`config.mk`:
```
export PLATFORM = sky130hd
export DESIGN_NAME = sampler_top
export DESIGN_NICKNAME = d
export VERILOG_FILES = /design/src/hdl/sampler_pkg.sv /design/src/hdl/sampler_ctrl_if.sv /design/src/hdl/squeeze_fifo.sv /design/src/hdl/chunk_piso.sv /design/src/hdl/coeff_sampler.sv /design/src/hdl/sampler_ctrl.sv /design/src/hdl/sampler_top.sv
export VERILOG_INCLUDE_DIRS = /design/src /design/src/hdl
export SDC_FILE = /design/constraint.sdc
export NUM_CORES = 1
export LEC_CHECK = 0
export ABC_AREA = 0
export BUFFER_PORTS_ARGS = -buffer_cell sky130_fd_sc_hd__buf_4
export CORE_AREA = 10 10 217 219
export CTS_CLUSTER_DIAMETER = 60
export DETAILED_ROUTE_END_ITERATION = 6
export DIE_AREA = 0 0 227 229
export HOLD_SLACK_MARGIN = 0.1
export PLACE_DENSITY = 0.78
export REMOVE_ABC_BUFFERS = 1
export SLEW_MARGIN = 25
export SYNTH_ARGS = -nofsm -noshare
export SYNTH_HDL_FRONTEND = slang
export SYNTH_HIERARCHICAL = 1
export SYNTH_SLANG_ARGS = --single-unit
```
`constraint.sdc`:
```
create_clock -name clk -period 5.3 [get_ports clk]
set_clock_uncertainty 0.05 [all_clocks]
set_input_delay 0.795 -clock clk [delete_from_list [all_inputs] [get_ports clk]]
set_output_delay 0.795 -clock clk [all_outputs]
set_load 0.1 [all_outputs]
```
`src/hdl/sampler_settings.svh`:
```
/* fixed widths, depths and the modulus of the coefficient sampler
   included by the package and by each RTL module that needs one of the values */
`ifndef SAMPLER_SETTINGS_SVH
`define SAMPLER_SETTINGS_SVH

// squeeze side
`define SQZ_W        64
`define FIFO_DEPTH   4

// sample widths per mode
`define UNI_SAMPLE_W 24
`define BND_SAMPLE_W 4

// ML-DSA modulus
`define Q_W          23
`define Q_VALUE      8380417

// one operation
`define COEFF_CNT    256
`define ADDR_W       10

`endif

```
`src/hdl/sampler_pkg.sv`:
```
/* shared types of the coefficient sampler
   imported by every RTL module below the top level */
`default_nettype none
`include "sampler_settings.svh"

package sampler_pkg;

  typedef logic [`SQZ_W-1:0]        sqz_word_t;

  // bounded samples sit in the low bits of the widest sample
  typedef logic [`UNI_SAMPLE_W-1:0] sample_t;

  typedef logic [`Q_W-1:0]          coeff_t;
  typedef logic [`ADDR_W-1:0]       addr_t;

  typedef enum logic {
    MODE_UNIFORM = 1'b0,
    MODE_BOUNDED = 1'b1
  } sampler_mode_e;

  typedef enum logic [1:0] {
    ST_IDLE = 2'd0,
    ST_RUN  = 2'd1,
    ST_DONE = 2'd2
  } ctrl_state_e;

endpackage

`default_nettype wire

```
`src/hdl/sampler_ctrl_if.sv`:
```
/* operation control from the controller to the datapath, accept events back */
`default_nettype none

interface sampler_ctrl_if
  import sampler_pkg::*;
  ();

  sampler_mode_e mode;
  logic          run;
  logic          clear;
  logic          coeff_accept;

  modport ctrl (
    output mode,
    output run,
    output clear,
    input  coeff_accept
  );

  // fifo and piso only need the flush and the sample width
  modport piso (
    input clear,
    input mode
  );

  modport sampler (
    input  mode,
    input  run,
    output coeff_accept
  );

endinterface

`default_nettype wire

```
`src/hdl/squeeze_fifo.sv`:
```
/* four-entry buffer for incoming squeeze words under credit flow control
   returns one credit per word that leaves, popped or discarded by a clear */
`default_nettype none
`include "sampler_settings.svh"

module squeeze_fifo
  import sampler_pkg::*;
(
  input  logic         clk,
  input  logic         rst_b,
  input  logic         sqz_valid_i,
  input  sqz_word_t    sqz_data_i,
  input  logic         word_pop_i,
  output logic         word_valid_o,
  output sqz_word_t    word_data_o,
  output logic         sqz_credit_o,
  sampler_ctrl_if.piso ctl
);

  localparam int PTR_W = $clog2(`FIFO_DEPTH);
  localparam int CNT_W = $clog2(`FIFO_DEPTH + 1);

  sqz_word_t        mem [`FIFO_DEPTH];
  logic [PTR_W-1:0] wr_ptr;
  logic [PTR_W-1:0] rd_ptr;
  logic [CNT_W-1:0] count;
  logic [CNT_W-1:0] owed_q;
  logic [CNT_W-1:0] owed;
  logic             push;
  logic             pop;
  logic             credit;

  // a word arriving with clear is dropped but its credit is still owed
  assign push = sqz_valid_i & ~ctl.clear;
  assign pop  = word_pop_i & word_valid_o & ~ctl.clear;

  assign word_valid_o = (count != '0);
  assign word_data_o  = mem[rd_ptr];

  always_comb begin
    owed = owed_q + CNT_W'(pop);
    if (ctl.clear) begin
      owed = owed + count + CNT_W'(sqz_valid_i);
    end
    // at most one credit pulse per cycle
    credit = (owed != '0);
  end

  always_ff @(posedge clk or negedge rst_b) begin
    if (!rst_b) begin
      wr_ptr       <= '0;
      rd_ptr       <= '0;
      count        <= '0;
      owed_q       <= '0;
      sqz_credit_o <= 1'b0;
    end else begin
      owed_q       <= owed - CNT_W'(credit);
      sqz_credit_o <= credit;
      if (ctl.clear) begin
        wr_ptr <= '0;
        rd_ptr <= '0;
        count  <= '0;
      end else begin
        if (push) begin
          wr_ptr <= wr_ptr + 1'b1;
        end
        if (pop) begin
          rd_ptr <= rd_ptr + 1'b1;
        end
        count <= count + CNT_W'(push) - CNT_W'(pop);
      end
    end
  end

  always_ff @(posedge clk) begin
    if (push) begin
      mem[wr_ptr] <= sqz_data_i;
    end
  end

endmodule

`default_nettype wire

```
`src/hdl/chunk_piso.sv`:
```
/* cuts 64-bit squeeze words into 24-bit or 4-bit samples, low bits first
   the sample width follows the mode latched by the controller */
`default_nettype none
`include "sampler_settings.svh"

module chunk_piso
  import sampler_pkg::*;
(
  input  logic         clk,
  input  logic         rst_b,
  input  logic         word_valid_i,
  input  sqz_word_t    word_data_i,
  output logic         word_pop_o,
  output logic         sample_valid_o,
  output sample_t      sample_data_o,
  sampler_ctrl_if.piso ctl
);

  // one word on top of a partly used uniform sample
  localparam int BUF_W = `SQZ_W + `UNI_SAMPLE_W;
  localparam int CNT_W = $clog2(BUF_W + 1);

  logic [BUF_W-1:0] buf_q;
  logic [BUF_W-1:0] buf_nx;
  logic [CNT_W-1:0] bits_q;
  logic [CNT_W-1:0] bits_nx;
  logic [CNT_W-1:0] take;
  logic [CNT_W-1:0] rest;
  logic             emit;
  logic             load;

  always_comb begin
    take = (ctl.mode == MODE_UNIFORM) ? CNT_W'(`UNI_SAMPLE_W) : CNT_W'(`BND_SAMPLE_W);
    emit = ~ctl.clear & (bits_q >= take);
    load = ~ctl.clear & word_valid_i & (bits_q <= CNT_W'(`UNI_SAMPLE_W));
    rest = emit ? bits_q - take : bits_q;

    buf_nx = emit ? (buf_q >> take) : buf_q;
    // new word goes right above the bits still held
    if (load) begin
      buf_nx = buf_nx | (BUF_W'(word_data_i) << rest);
    end
    bits_nx = load ? rest + CNT_W'(`SQZ_W) : rest;
  end

  assign word_pop_o     = load;
  assign sample_valid_o = emit;
  assign sample_data_o  = (ctl.mode == MODE_UNIFORM) ?
                          buf_q[`UNI_SAMPLE_W-1:0] :
                          {{(`UNI_SAMPLE_W - `BND_SAMPLE_W){1'b0}},
                           buf_q[`BND_SAMPLE_W-1:0]};

  // the load relies on zero bits above the count
  always_ff @(posedge clk or negedge rst_b) begin
    if (!rst_b) begin
      buf_q  <= '0;
      bits_q <= '0;
    end else if (ctl.clear) begin
      buf_q  <= '0;
      bits_q <= '0;
    end else begin
      buf_q  <= buf_nx;
      bits_q <= bits_nx;
    end
  end

endmodule

`default_nettype wire

```
`src/hdl/coeff_sampler.sv`:
```
/* rejection rule of the current mode on each offered sample
   an accepted result is registered and flagged to the controller */
`default_nettype none
`include "sampler_settings.svh"

module coeff_sampler
  import sampler_pkg::*;
(
  input  logic            clk,
  input  logic            rst_b,
  input  logic            sample_valid_i,
  input  sample_t         sample_data_i,
  output logic            coeff_valid_o,
  output coeff_t          coeff_o,
  sampler_ctrl_if.sampler ctl
);

  localparam coeff_t Q = coeff_t'(`Q_VALUE);
  localparam logic [`BND_SAMPLE_W-1:0] BND_LIMIT = 4'd15;

  coeff_t                   uni_val;
  logic [`BND_SAMPLE_W-1:0] nib;
  logic [2:0]               nib_mod5;
  coeff_t                   bnd_val;
  coeff_t                   value;
  logic                     keep;
  logic                     accept;

  always_comb begin
    // top sample bit is masked off
    uni_val  = sample_data_i[`Q_W-1:0];
    nib      = sample_data_i[`BND_SAMPLE_W-1:0];
    nib_mod5 = 3'(nib % 5);
    // 2 - (n mod 5) wrapped into [0, q)
    if (nib_mod5 <= 3'd2) begin
      bnd_val = coeff_t'(3'd2 - nib_mod5);
    end else begin
      bnd_val = Q + coeff_t'(2) - coeff_t'(nib_mod5);
    end
    if (ctl.mode == MODE_UNIFORM) begin
      keep  = (uni_val < Q);
      value = uni_val;
    end else begin
      keep  = (nib < BND_LIMIT);
      value = bnd_val;
    end
  end

  assign accept = sample_valid_i & ctl.run & keep;

  always_ff @(posedge clk or negedge rst_b) begin
    if (!rst_b) begin
      coeff_valid_o <= 1'b0;
    end else begin
      coeff_valid_o <= accept;
    end
  end

  always_ff @(posedge clk) begin
    if (accept) begin
      coeff_o <= value;
    end
  end

  assign ctl.coeff_accept = coeff_valid_o;

endmodule

`default_nettype wire

```
`src/hdl/sampler_ctrl.sv`:
```
/* operation FSM of the sampler with start, coefficient count and destination address
   drives run, clear and the latched mode to the datapath */
`default_nettype none
`include "sampler_settings.svh"

module sampler_ctrl
  import sampler_pkg::*;
(
  input  logic          clk,
  input  logic          rst_b,
  input  logic          start_i,
  input  sampler_mode_e mode_i,
  input  addr_t         dest_base_i,
  output logic          busy_o,
  output logic          done_o,
  output addr_t         coeff_addr_o,
  sampler_ctrl_if.ctrl  ctl
);

  localparam int CNT_W = $clog2(`COEFF_CNT);

  ctrl_state_e      state_q;
  ctrl_state_e      state_nx;
  logic [CNT_W-1:0] cnt_q;
  sampler_mode_e    mode_q;
  logic             first_q;
  logic             start_ok;
  logic             last;

  assign busy_o   = (state_q == ST_RUN);
  assign done_o   = (state_q == ST_DONE);
  assign start_ok = start_i & ~busy_o;

  // 256th coefficient is on the output this cycle
  assign last = ctl.coeff_accept & (cnt_q == CNT_W'(`COEFF_CNT - 1));

  assign ctl.mode = mode_q;
  // stop sampling as soon as the last one is out
  assign ctl.run   = busy_o & ~first_q & ~last;
  assign ctl.clear = first_q | done_o;

  always_comb begin
    state_nx = state_q;
    unique case (state_q)
      ST_IDLE: begin
        if (start_ok) begin
          state_nx = ST_RUN;
        end
      end
      ST_RUN: begin
        if (last) begin
          state_nx = ST_DONE;
        end
      end
      ST_DONE: begin
        state_nx = start_ok ? ST_RUN : ST_IDLE;
      end
      default: begin
        state_nx = ST_IDLE;
      end
    endcase
  end

  always_ff @(posedge clk or negedge rst_b) begin
    if (!rst_b) begin
      state_q      <= ST_IDLE;
      first_q      <= 1'b0;
      cnt_q        <= '0;
      mode_q       <= MODE_UNIFORM;
      coeff_addr_o <= '0;
    end else begin
      state_q <= state_nx;
      first_q <= start_ok;
      if (start_ok) begin
        cnt_q        <= '0;
        mode_q       <= mode_i;
        coeff_addr_o <= dest_base_i;
      end else if (ctl.coeff_accept) begin
        cnt_q        <= cnt_q + 1'b1;
        coeff_addr_o <= coeff_addr_o + 1'b1;
      end
    end
  end

endmodule

`default_nettype wire

```
`src/hdl/sampler_top.sv`:
```
/* top level of the coefficient sampler that takes squeeze words in
   and sends coefficients with destination addresses out */
`default_nettype none

module sampler_top (
  input  logic                       clk,
  input  logic                       rst_b,
  input  logic                       start_i,
  input  sampler_pkg::sampler_mode_e mode_i,
  input  sampler_pkg::addr_t         dest_base_i,
  input  logic                       sqz_valid_i,
  input  sampler_pkg::sqz_word_t     sqz_data_i,
  output logic                       sqz_credit_o,
  output logic                       busy_o,
  output logic                       done_o,
  output logic                       coeff_valid_o,
  output sampler_pkg::coeff_t        coeff_o,
  output sampler_pkg::addr_t         coeff_addr_o
);

  logic                   word_valid;
  logic                   word_pop;
  sampler_pkg::sqz_word_t word_data;
  logic                   sample_valid;
  sampler_pkg::sample_t   sample_data;

  sampler_ctrl_if ctl_if ();

  sampler_ctrl u_sampler_ctrl (
    .clk          (clk),
    .rst_b        (rst_b),
    .start_i      (start_i),
    .mode_i       (mode_i),
    .dest_base_i  (dest_base_i),
    .busy_o       (busy_o),
    .done_o       (done_o),
    .coeff_addr_o (coeff_addr_o),
    .ctl          (ctl_if.ctrl)
  );

  squeeze_fifo u_squeeze_fifo (
    .clk          (clk),
    .rst_b        (rst_b),
    .sqz_valid_i  (sqz_valid_i),
    .sqz_data_i   (sqz_data_i),
    .word_pop_i   (word_pop),
    .word_valid_o (word_valid),
    .word_data_o  (word_data),
    .sqz_credit_o (sqz_credit_o),
    .ctl          (ctl_if.piso)
  );

  chunk_piso u_chunk_piso (
    .clk            (clk),
    .rst_b          (rst_b),
    .word_valid_i   (word_valid),
    .word_data_i    (word_data),
    .word_pop_o     (word_pop),
    .sample_valid_o (sample_valid),
    .sample_data_o  (sample_data),
    .ctl            (ctl_if.piso)
  );

  coeff_sampler u_coeff_sampler (
    .clk            (clk),
    .rst_b          (rst_b),
    .sample_valid_i (sample_valid),
    .sample_data_i  (sample_data),
    .coeff_valid_o  (coeff_valid_o),
    .coeff_o        (coeff_o),
    .ctl            (ctl_if.sampler)
  );

endmodule

`default_nettype wire

```
== After elaboration in Yosys (flattened, before gate mapping) ==
Memory sizes are Yosys's and may differ from the RTL's.
Cells that the tools add are included.

* Flip-flop bits (word level): 152
* RAM bits: 256
* Memories kept: 1
* Word-level logic and storage cells: 94

* Add/sub/neg operators: 14
* Multiplexer cells: 27
* Order comparisons: 5
* Bitwise logic cells: 18
* Equal/unequal tests: 5
* Reduce and logical (&&, ||, !) cells: 7
* Div/mod/pow operators: 1
* Shift operators: 2

{| class="wikitable"
|+ Memory list
! name !! depth !! width !! rd ports !! clocked after memory_dff !! write ports !! RTL line !! RTL
|-
| u_squeeze_fifo.mem || 4 || 64 || 1 || 0 || 1 || squeeze_fifo.sv:23 || <nowiki>sqz_word_t mem [`FIFO_DEPTH];</nowiki>
|}

{| class="wikitable"
|+ Operators by type and width
! cell !! number
|-
| two-way mux 88 bit || 3
|-
| bitwise OR 88 bit || 1
|-
| left shift 64 x 7 -> 88 bit || 1
|-
| right shift 88 x 5 -> 88 bit || 1
|-
| two-way mux 23 bit || 3
|-
| remainder unit 4 x 3 -> 32 bit, second input constant || 1
|-
| less-than comparator 23 bit, second input constant || 1
|-
| two-way mux 7 bit || 3
|-
| two-way mux 10 bit || 2
|-
| two-way mux 8 bit || 2
|-
| subtractor 14 x 4 -> 15 bit, first input constant || 1
|-
| bitwise AND 1 bit || 12
|-
| two-way mux 2 bit || 6
|-
| adder 10 x 1 -> 10 bit, second input constant || 1
|-
| adder 3 x 1 -> 3 bit || 3
|-
| adder 8 x 1 -> 8 bit, second input constant || 1
|-
| == test 8 bit, second input constant || 1
|-
| adder 7 bit, second input constant || 1
|-
| greater-or-equal comparator 7 bit || 1
|-
| less-or-equal comparator 7 x 5 -> 1 bit, second input constant || 1
|-
| subtractor 7 bit || 1
|-
| two-way mux 3 bit || 2
|-
| one-hot mux 2 bit (3 select lines) || 1
|-
| nonzero test 2 bit || 3
|-
| 17 further kinds || 26
|}

== Longest topological paths before layout ==
Gate-level depths: netlist of the first run.

* Word-level depth: 13
* Depth in mapped cells: 17
* Depth with buffers taken out: 16

== Cells and area by module ==
Netlist of the first run, hierarchy kept.

{| class="wikitable"
|+ By module, submodules not included
! module !! instances !! cells an instance !! seq. area each (um2) !! area each (um2)
|-
| squeeze_fifo || 1 || 398 || 7,962.6 || 9,954.5
|-
| chunk_piso || 1 || 1,054 || 2,327.2 || 8,717.1
|-
| coeff_sampler || 1 || 121 || 715.7 || 1,380.1
|-
| sampler_ctrl || 1 || 111 || 550.5 || 1,103.6
|}

== Worst setup path after synthesis of the first run ==
Ideal clock, no wire load.

* Path kind: reg-to-reg
* From: reg u_sampler_ctrl.state_q[0]
* To: reg u_squeeze_fifo.owed_q[2]
* Path buffers: 1
* Required time: 5.115 ns
* Arrival time: 5.022 ns
* Setup slack: 0.093 ns
* Stages on the path, launching flop included: 18
* Setup time: 0.135 ns
* Period minus slack after synthesis: 5.207 ns
* Cells stage by stage: dfrtp_1 > nor2b_1 > or2_2 > buf_2 > nor3_1 > nand3_1 > inv_1 > o31ai_1 > nor2_1 > ha_1 > fa_1 > fa_1 > xor2_1 > a21oi_1 > nand4b_1 > ha_1 > ha_1 > xor3_1

* Cells in the longest elaborated chain, start to end: 13

{| class="wikitable"
|+ RTL lines
! item !! RTL line !! RTL
|-
| start, declared || sampler_ctrl.sv:22 || <nowiki>ctrl_state_e state_q;</nowiki>
|-
| start signal, assigned || sampler_ctrl.sv:72 || <nowiki>state_q <= state_nx;</nowiki>
|-
| == test 2 bit (*) || sampler_ctrl.sv:31 || <nowiki>assign done_o = (state_q == ST_DONE);</nowiki>
|-
| net done_o || sampler_top.sv:15 || <nowiki>output logic done_o,</nowiki>
|-
| bitwise OR 1 bit (*) || sampler_ctrl.sv:40 || <nowiki>assign ctl.clear = first_q | done_o;</nowiki>
|-
| net ctl_if.clear || sampler_ctrl_if.sv:10 || <nowiki>logic clear;</nowiki>
|-
| inverter 1 bit (*) || chunk_piso.sv:35 || <nowiki>load = ~ctl.clear & word_valid_i & (bits_q <= CNT_W'(`UNI_SAMPLE_W));</nowiki>
|-
| bitwise AND 1 bit (*) (2 in series) || chunk_piso.sv:35 ||
|-
| net word_pop || sampler_top.sv:22 || <nowiki>logic word_pop;</nowiki>
|-
| bitwise AND 1 bit (*) (2 in series) || squeeze_fifo.sv:35 || <nowiki>assign pop = word_pop_i & word_valid_o & ~ctl.clear;</nowiki>
|-
| adder 3 x 1 -> 3 bit (*) || squeeze_fifo.sv:41 || <nowiki>owed = owed_q + CNT_W'(pop);</nowiki>
|-
| adder 3 bit || squeeze_fifo.sv:43 || <nowiki>owed = owed + count + CNT_W'(sqz_valid_i);</nowiki>
|-
| adder 3 x 1 -> 3 bit || squeeze_fifo.sv:43 ||
|-
| two-way mux 3 bit (*) || squeeze_fifo.sv:42 || <nowiki>if (ctl.clear) begin</nowiki>
|-
| nonzero test 3 bit (*) || squeeze_fifo.sv:46 || <nowiki>credit = (owed != '0);</nowiki>
|-
| net u_squeeze_fifo.credit || squeeze_fifo.sv:31 || <nowiki>logic credit;</nowiki>
|-
| subtractor 3 x 1 -> 3 bit (*) || squeeze_fifo.sv:57 || <nowiki>owed_q <= owed - CNT_W'(credit);</nowiki>
|-
| end signal, assigned || squeeze_fifo.sv:57 ||
|-
| end, declared || squeeze_fifo.sv:27 || <nowiki>logic [CNT_W-1:0] owed_q;</nowiki>
|}

Mark *: on every way through the listed nets, which the timed path passes. The rest lies on a longest branch.
A chain may end at the register's enable or synchronous reset.

== Worst setup path in the final report of the first run ==
* From: reg u_sampler_ctrl.mode_q (netlist: u_sampler_ctrl/ctl.mode)
* To: reg u_chunk_piso.buf_q[20]

* Cells in the longest elaborated chain, start to end: 8
* Elaborated cells between the ends (all ways): 11
* Classes of those cells: add/sub (1); order compare (1); shift (2); mux (5); bitwise (2)

{| class="wikitable"
|+ RTL lines
! item !! RTL line !! RTL
|-
| start, declared || sampler_ctrl.sv:25 || <nowiki>sampler_mode_e mode_q;</nowiki>
|-
| start signal, assigned || sampler_ctrl.sv:76 || <nowiki>mode_q <= mode_i;</nowiki>
|-
| two-way mux 5 bit (*) || chunk_piso.sv:33 || <nowiki>take = (ctl.mode == MODE_UNIFORM) ? CNT_W'(`UNI_SAMPLE_W) : CNT_W'(`BND_SAMPLE_W);</nowiki>
|-
| greater-or-equal comparator 7 bit || chunk_piso.sv:34 || <nowiki>emit = ~ctl.clear & (bits_q >= take);</nowiki>
|-
| bitwise AND 1 bit || chunk_piso.sv:34 ||
|-
| two-way mux 7 bit || chunk_piso.sv:36 || <nowiki>rest = emit ? bits_q - take : bits_q;</nowiki>
|-
| left shift 64 x 7 -> 88 bit || chunk_piso.sv:41 || <nowiki>buf_nx = buf_nx | (BUF_W'(word_data_i) << rest);</nowiki>
|-
| bitwise OR 88 bit || chunk_piso.sv:41 ||
|-
| two-way mux 88 bit (*) || chunk_piso.sv:40 || <nowiki>if (load) begin</nowiki>
|-
| two-way mux 88 bit (*) || chunk_piso.sv:58 || <nowiki>end else if (ctl.clear) begin</nowiki>
|-
| end signal, assigned || chunk_piso.sv:62 || <nowiki>buf_q <= buf_nx;</nowiki>
|-
| end, declared || chunk_piso.sv:23 || <nowiki>logic [BUF_W-1:0] buf_q;</nowiki>
|}

Mark *: on every way between the ends. The rest lies on a longest branch, timed or not.

==> run summary, run 1 <==
RD Place Congestion = 0.989
DP Worst Slack = 1.19 ns
die height = 229 um
Highest Clock Rate = 233 MHz
Worst path max stage delay = 0.86 ns
share of cells above drive strength 1 = 21.5%
Mapped Cells = 1,683
Synth-to-Final Area Change = 13.3%
final WL = 59,100 um
Post-CTS Setup Inserts = 0
Crit path depth = 9
initial core utilization = 49.5%
gr ovfl total = 0
critical path, cell by cell = ha_1 -> a21oi_1 -> and2_1 -> a211oi_2 -> a21oi_4 -> mux2_2 -> a222oi_1 -> o221a_2 -> nor2_1
Std-Cell Rows = 76
diodes inserted = 0
Mapped Area = 21,100 sq um
maxcap violations = 0
cts-stage hold buffer count = 0
Max transition margin = 34.4%
final setup margin = 1.01 ns
vias in the first global route = 14,700
core area = 42,700 sq um
antenna violations before repair = 0
DRC = 0
startpoint class of the critical path = flip-flop
first-pass GRT wire length = 90,300 um
IO Count = 116
clk slew on worst S/H paths = 0.06 ns
Die ar. = 52,000 sq um
endpoints failing hold = 0
post-CTS sizing = 0
GRT Overall Usage = 22.3%
CTS H-tree lvls = 2
RSZ-0062 raised after global routing = no
CTS Buf Count = 44
Vias/cell = 6.46
YS warnings = 6
Crit path buffers/inverters = 0
Worst R2R Path Depth = 9
Crit Path Class = flip-flop to flip-flop
Max Transition Viols Final = 0
TritonCTS clock tree = built
number of setup violations in the final report = 0
worst min-delay path class = input port to asynchronous set/reset pin
Detailed Route Iter0 Violations = 1,885
Slew @ Worst Pin = 0.974 ns
Syn Area/Cell = 12.6 sq um
Final Cycle Share = 80.9%
Pre-Repair DR Iteration Count = 7
Worst Path Max Fanout = 29
Post-Route Setup TNS = 0 ns
worst-skew pair later-pin latency = 0.58 ns
CTS max path bufs = 3
Post-DP HPWL = 40,900 um
via count = 15,200
Post-Layout Cell Count = 2,353
Worst setup EP type = flip-flop
largest net degree at the start of global routing = 92
dpl cells = 2,272
Die Wd = 227 um
CTS Sinks = 406
IO Port Bufs = 115
# nets final = 1,877
Worst Path Arrival = 4.65 ns
status = completed
clock root buffer = clkbuf_16
routed len/inst = 25.1 um
WP data required = 5.66 ns
post-route ant nets = 0
crit-path leading delay family = compound AO/OA/AOI/OAI gates
Critical-path top delay cell = a222oi_1
Period minus WS final = 4.29 ns
==> final timing paths <==
kind | from | to | slack (ns)
setup / recovery | u_sampler_ctrl/ctl.mode | u_chunk_piso/buf_q[20] | 1.01
hold / removal | rst_b | u_chunk_piso/buf_q[8] | 0.17
setup reg to reg | u_sampler_ctrl/ctl.mode | u_chunk_piso/buf_q[20] | 1.01
hold reg to reg | u_sampler_ctrl/state_q[0] | u_sampler_ctrl/state_q[0] | 0.45
max in group asynchronous | rst_b | u_chunk_piso/buf_q[9] | 3.72
min in group clk | sqz_data_i[36] | u_squeeze_fifo/mem[0][36] | 0.36
==> state kept, by name, indices dropped and copies added, names as in the netlist <==
| signal | count |
|---|---|
| u_squeeze_fifo/wr_ptr | 2 |
| u_sampler_ctrl/ctl.mode | 1 |
| u_sampler_ctrl/cnt_q | 8 |
| u_coeff_sampler/coeff_valid_o | 1 |
| u_sampler_ctrl/state_q | 2 |
| u_squeeze_fifo/sqz_credit_o | 1 |
| u_coeff_sampler/coeff_o | 23 |
| u_chunk_piso/bits_q | 5 |
| u_sampler_ctrl/coeff_addr_o | 10 |
| u_squeeze_fifo/rd_ptr | 2 |
| u_squeeze_fifo/count | 3 |
| u_squeeze_fifo/owed_q | 3 |
| u_chunk_piso/buf_q | 88 |
| u_sampler_ctrl/first_q | 1 |
| u_squeeze_fifo/mem | 256 |
==> routing by layer <==
layer / up-vias / global-route usage (%) / share of wire [%]
li1: 6730 / - / -
met1: 7641 / 31.7 / 43
met2: 735 / 34.0 / 45
met3: 96 / 4.32 / 8.6
met4: 0 / 6.62 / 2.4
met5: - / 0 / 0
==> area by class of cell <==
| cell class | count | area, sq um |
|---|---|---|
| clock buffers | 56 | 1170 |
| clock inverters | 25 | 288 |
| fillers | 3415 | 18700 |
| inverters | 29 | 109 |
| multi-input cells | 1127 | 8870 |
| flip-flops and latches | 406 | 11600 |
| well taps | 546 | 683 |
| repair buffers | 164 | 1280 |
==> through the flow <==
step / util [%] / hold slack, ns / instance area (sq um)
3_5_place_dp: 52.7 / 0.443 / 22500
5_1_grt: 56.1 / 0.213 / 24000
4_1_cts: 56.1 / 0.179 / 24000
2_1_floorplan: - / 0.416 / 20500
6_report: 56.1 / 0.171 / 24000
3_3_place_gp: 52.7 / 0.437 / 22500
==> cell usage in the layout (no fill, tap or decap), types with 26 or more instances in the layout <==
cell,count
edfxtp_1,279
mux2i_1,150
o21ai_0,46
mux2_2,29
inv_1,28
nand2_1,123
clkbuf_16,44
mux4_2,65
o22ai_1,27
a21oi_1,70
dfrtp_1,124
nand3_1,36
nor2b_1,26
nor3_1,27
a221oi_1,45
buf_4,159
and3_1,34
nor2_1,140
Power of run 1 is left out: the tool's default activity adds up to more than one toggle a clock period on the data nets, which glitch-free logic cannot reach.
==> run 2: changes to the inputs <==
==> constraint.sdc (replaced) <==
create_clock -name clk -period 4.1 [get_ports clk]
set_clock_uncertainty 0.05 [all_clocks]
set_input_delay 0.615 -clock clk [delete_from_list [all_inputs] [get_ports clk]]
set_output_delay 0.615 -clock clk [all_outputs]
set_load 0.1 [all_outputs]
==> run 2 against run 1 <==
Effect of this change: sequential share of layout area is 1.2 points lower; count of clock-buffer cells in the layout is 4 lower; register-to-register slack worse by 0.77 ns; first-iteration DRC count is 9.0% lower; maximum frequency is 11% higher; worst setup slack worse by 0.77 ns; non-clock buffer count is 57 higher; critical path depth is 7 higher; flip-flop and latch count stayed put; die area stayed put; global-route usage is 0.12 points higher; final area is 2.4% higher; highest routed layer unchanged.
==> run summary, run 2 (synthesis results as in run 1) <==
status = completed (unchanged)
clk slew on worst S/H paths = 0.06 ns (about the same)
WP data required = 4.50 ns (was 5.66 ns)
WHS = 0.189 ns (was 0.171 ns)
Pre-Repair DR Iteration Count = 7 (unchanged)
Highest Clock Rate = 259 MHz (was 233 MHz)
worst min-delay path class = input port to flip-flop (was input port to asynchronous set/reset pin)
routed len/inst = 24.5 um (was 25.1 um)
initial core utilization = 49.5% (unchanged)
via count = 15,300 (was 15,200)
Placement Cell Area = 23,000 sq um (was 22,500 sq um)
Std-Cell Rows = 76 (unchanged)
gr ovfl total = 0 (unchanged)
number of setup violations in the final report = 0 (unchanged)
CTS Sinks = 406 (unchanged)
Vias/cell = 6.37 (was 6.46)
Largest Register = u_squeeze_fifo/mem (unchanged)
crit-path leading delay family = adder cells (was compound AO/OA/AOI/OAI gates)
post-route ant nets = 0 (unchanged)
DP Worst Slack = 0.117 ns (was 1.19 ns)
first-pass GRT wire length = 91,300 um (was 90,300 um)
Crit Path Class = flip-flop to flip-flop (unchanged)
clock root buffer = clkbuf_16 (unchanged)
startpoint class of the critical path = flip-flop (unchanged)
endpoints failing hold = 0 (unchanged)
Die Wd = 227 um (unchanged)
IO Count = 116 (unchanged)
Post-DP HPWL = 40,900 um (about the same)
worst-skew pair later-pin latency = 0.57 ns (was 0.58 ns)
Final Cell Area = 24,600 sq um (was 24,000 sq um)
Slew @ Worst Pin = 1.02 ns (was 0.974 ns)
most frequent cells in the layout = edfxtp_1 (279), buf_4 (204), mux2i_1 (150), nor2_1 (140), dfrtp_1 (124) (was edfxtp_1 (279), buf_4 (159), mux2i_1 (150), nor2_1 (140), dfrtp_1 (124))
critical path, cell by cell = nor2b_1 -> or2_4 -> nor3_2 -> nand3_1 -> inv_1 -> o31ai_1 -> nor2_1 -> ha_1 -> fa_1 -> fa_2 -> xor2_2 -> a21oi_1 -> nand4b_1 -> ha_1 -> ha_1 -> xor3_1 (was ha_1 -> a21oi_1 -> and2_1 -> a211oi_2 -> a21oi_4 -> mux2_2 -> a222oi_1 -> o221a_2 -> nor2_1)
Post-Layout Cell Count = 2,408 (was 2,353)
Worst Path Arrival = 4.26 ns (was 4.65 ns)
Crit path buffers/inverters = 1 (was 0)
CTS max path bufs = 3 (unchanged)
final WL = 58,900 um (was 59,100 um)
FF+latch area = 11,600 sq um (unchanged)
Die ar. = 52,000 sq um (unchanged)
Multi-input gate area = 8880 sq um (was 8870 sq um)
IO Port Bufs = 115 (unchanged)
Worst setup EP type = flip-flop (unchanged)
vias in the first global route = 15,000 (was 14,700)
Max Transition Viols Final = 0 (unchanged)
antenna violations before repair = 0 (unchanged)
largest net degree at the start of global routing = 116 (was 92)
commonest non-fill, non-tap cell in the layout = edfxtp_1 (unchanged)
final setup margin = 0.241 ns (was 1.01 ns)
most used cell, CP = ha_1
Critical-path top delay cell = fa_1 (was a222oi_1)
TritonCTS clock tree = built (unchanged)
Detailed Route Iter0 Violations = 1,715 (was 1,885)
Worst path max stage delay = 0.41 ns (was 0.86 ns)
dpl cells = 2,324 (was 2,272)
share of cells above drive strength 1 = 24.2% (was 21.5%)
RD Place Congestion = 0.976 (was 0.989)
Period minus WS final = 3.86 ns (was 4.29 ns)
CTS Buf Count = 44 (unchanged)
diodes inserted = 0 (unchanged)
max FFs per register = 256 (unchanged)
maxcap violations = 0 (unchanged)
Final Cycle Share = 94.1% (was 80.9%)
GRT Overall Usage = 22.4% (was 22.3%)
CTS H-tree lvls = 2 (unchanged)
DRC = 0 (unchanged)
Synth-to-Final Area Change = 16.1% (was 13.3%)
Max transition margin = 32.2% (was 34.4%)
Worst Path Max Fanout = 3 (was 29)
biggest regs = u_squeeze_fifo/mem x256, u_chunk_piso/buf_q x88, u_coeff_sampler/coeff_o x23 (unchanged)
Fillers = 3,322 (was 3,415)
die height = 229 um (unchanged)
# nets final = 1,934 (was 1,877)
core area = 42,700 sq um (unchanged)
## run 2: layout make-up
| class | instances | area share (%) |
|---|---|---|
| clock inverter | 27 | 1.16 |
| clock buffer | 52 | 4.77 |
| tap | 546 | 2.78 |
| inverter | 29 | 0.443 |
| sequential | 406 | 47.1 |
| timing repair buffer | 221 | 7.58 |
| multi-input combinational | 1127 | 36.2 |
## run 2: path summary, 6_finish.rpt
kind / slack [ns] / end / cells past startpoint / startpoint
min: 0.19 / u_squeeze_fifo/mem[2][53] / 1 / sqz_data_i[53]
max in group asynchronous: 2.69 / u_chunk_piso/buf_q[61] / 3 / rst_b
max: 0.24 / u_squeeze_fifo/owed_q[2] / 16 / u_sampler_ctrl/state_q[1]
max reg2reg: 0.24 / u_squeeze_fifo/owed_q[2] / 16 / u_sampler_ctrl/state_q[1]
min reg2reg: 0.45 / u_sampler_ctrl/state_q[0] / 1 / u_sampler_ctrl/state_q[0]
min in group asynchronous: 0.52 / u_chunk_piso/buf_q[28] / 2 / rst_b
## run 2: metrics by stage
step	utilization (%)	setup TNS, ns
4_1_cts	57.3	0
3_5_place_dp	53.9	0
2_1_floorplan	-	-612.58
5_1_grt	57.5	-0.0281
6_report	57.5	0
3_3_place_gp	53.9	0
## run 2: timing repair
item | in CTS | in global routing
hold buffers | 0 | 1
hold endpoints to repair | 0 | 47
buffers inserted | 0 | 3
endpoints found under the setup margin | 0 | 1
gates resized for setup | 0 | 3
## run 2: worst reg2reg max path: cells and delay by family, from the launching register on
kind / cells / cell delay, ns
AND/OR/NAND/NOR: 6 / 1.04
adder cells (fa/ha/maj): 5 / 1.46
XOR/XNOR: 2 / 0.52
buffers and inverters: 1 / 0.10
AO/OA/AOI/OAI: 2 / 0.19
flip-flops: 1 / 0.36
## run 2: routing by layer
layer	GRT usage, %	up-vias	part of all wire, %	wire length (um)
met5	0	-	0	0
met4	6.58	0	2.2	1320
met3	3.46	93	8.4	4940
met2	33.8	739	45	26700
met1	32.8	7681	44	25900
li1	-	6836	-	-
Power of run 2 is left out for the same reason.
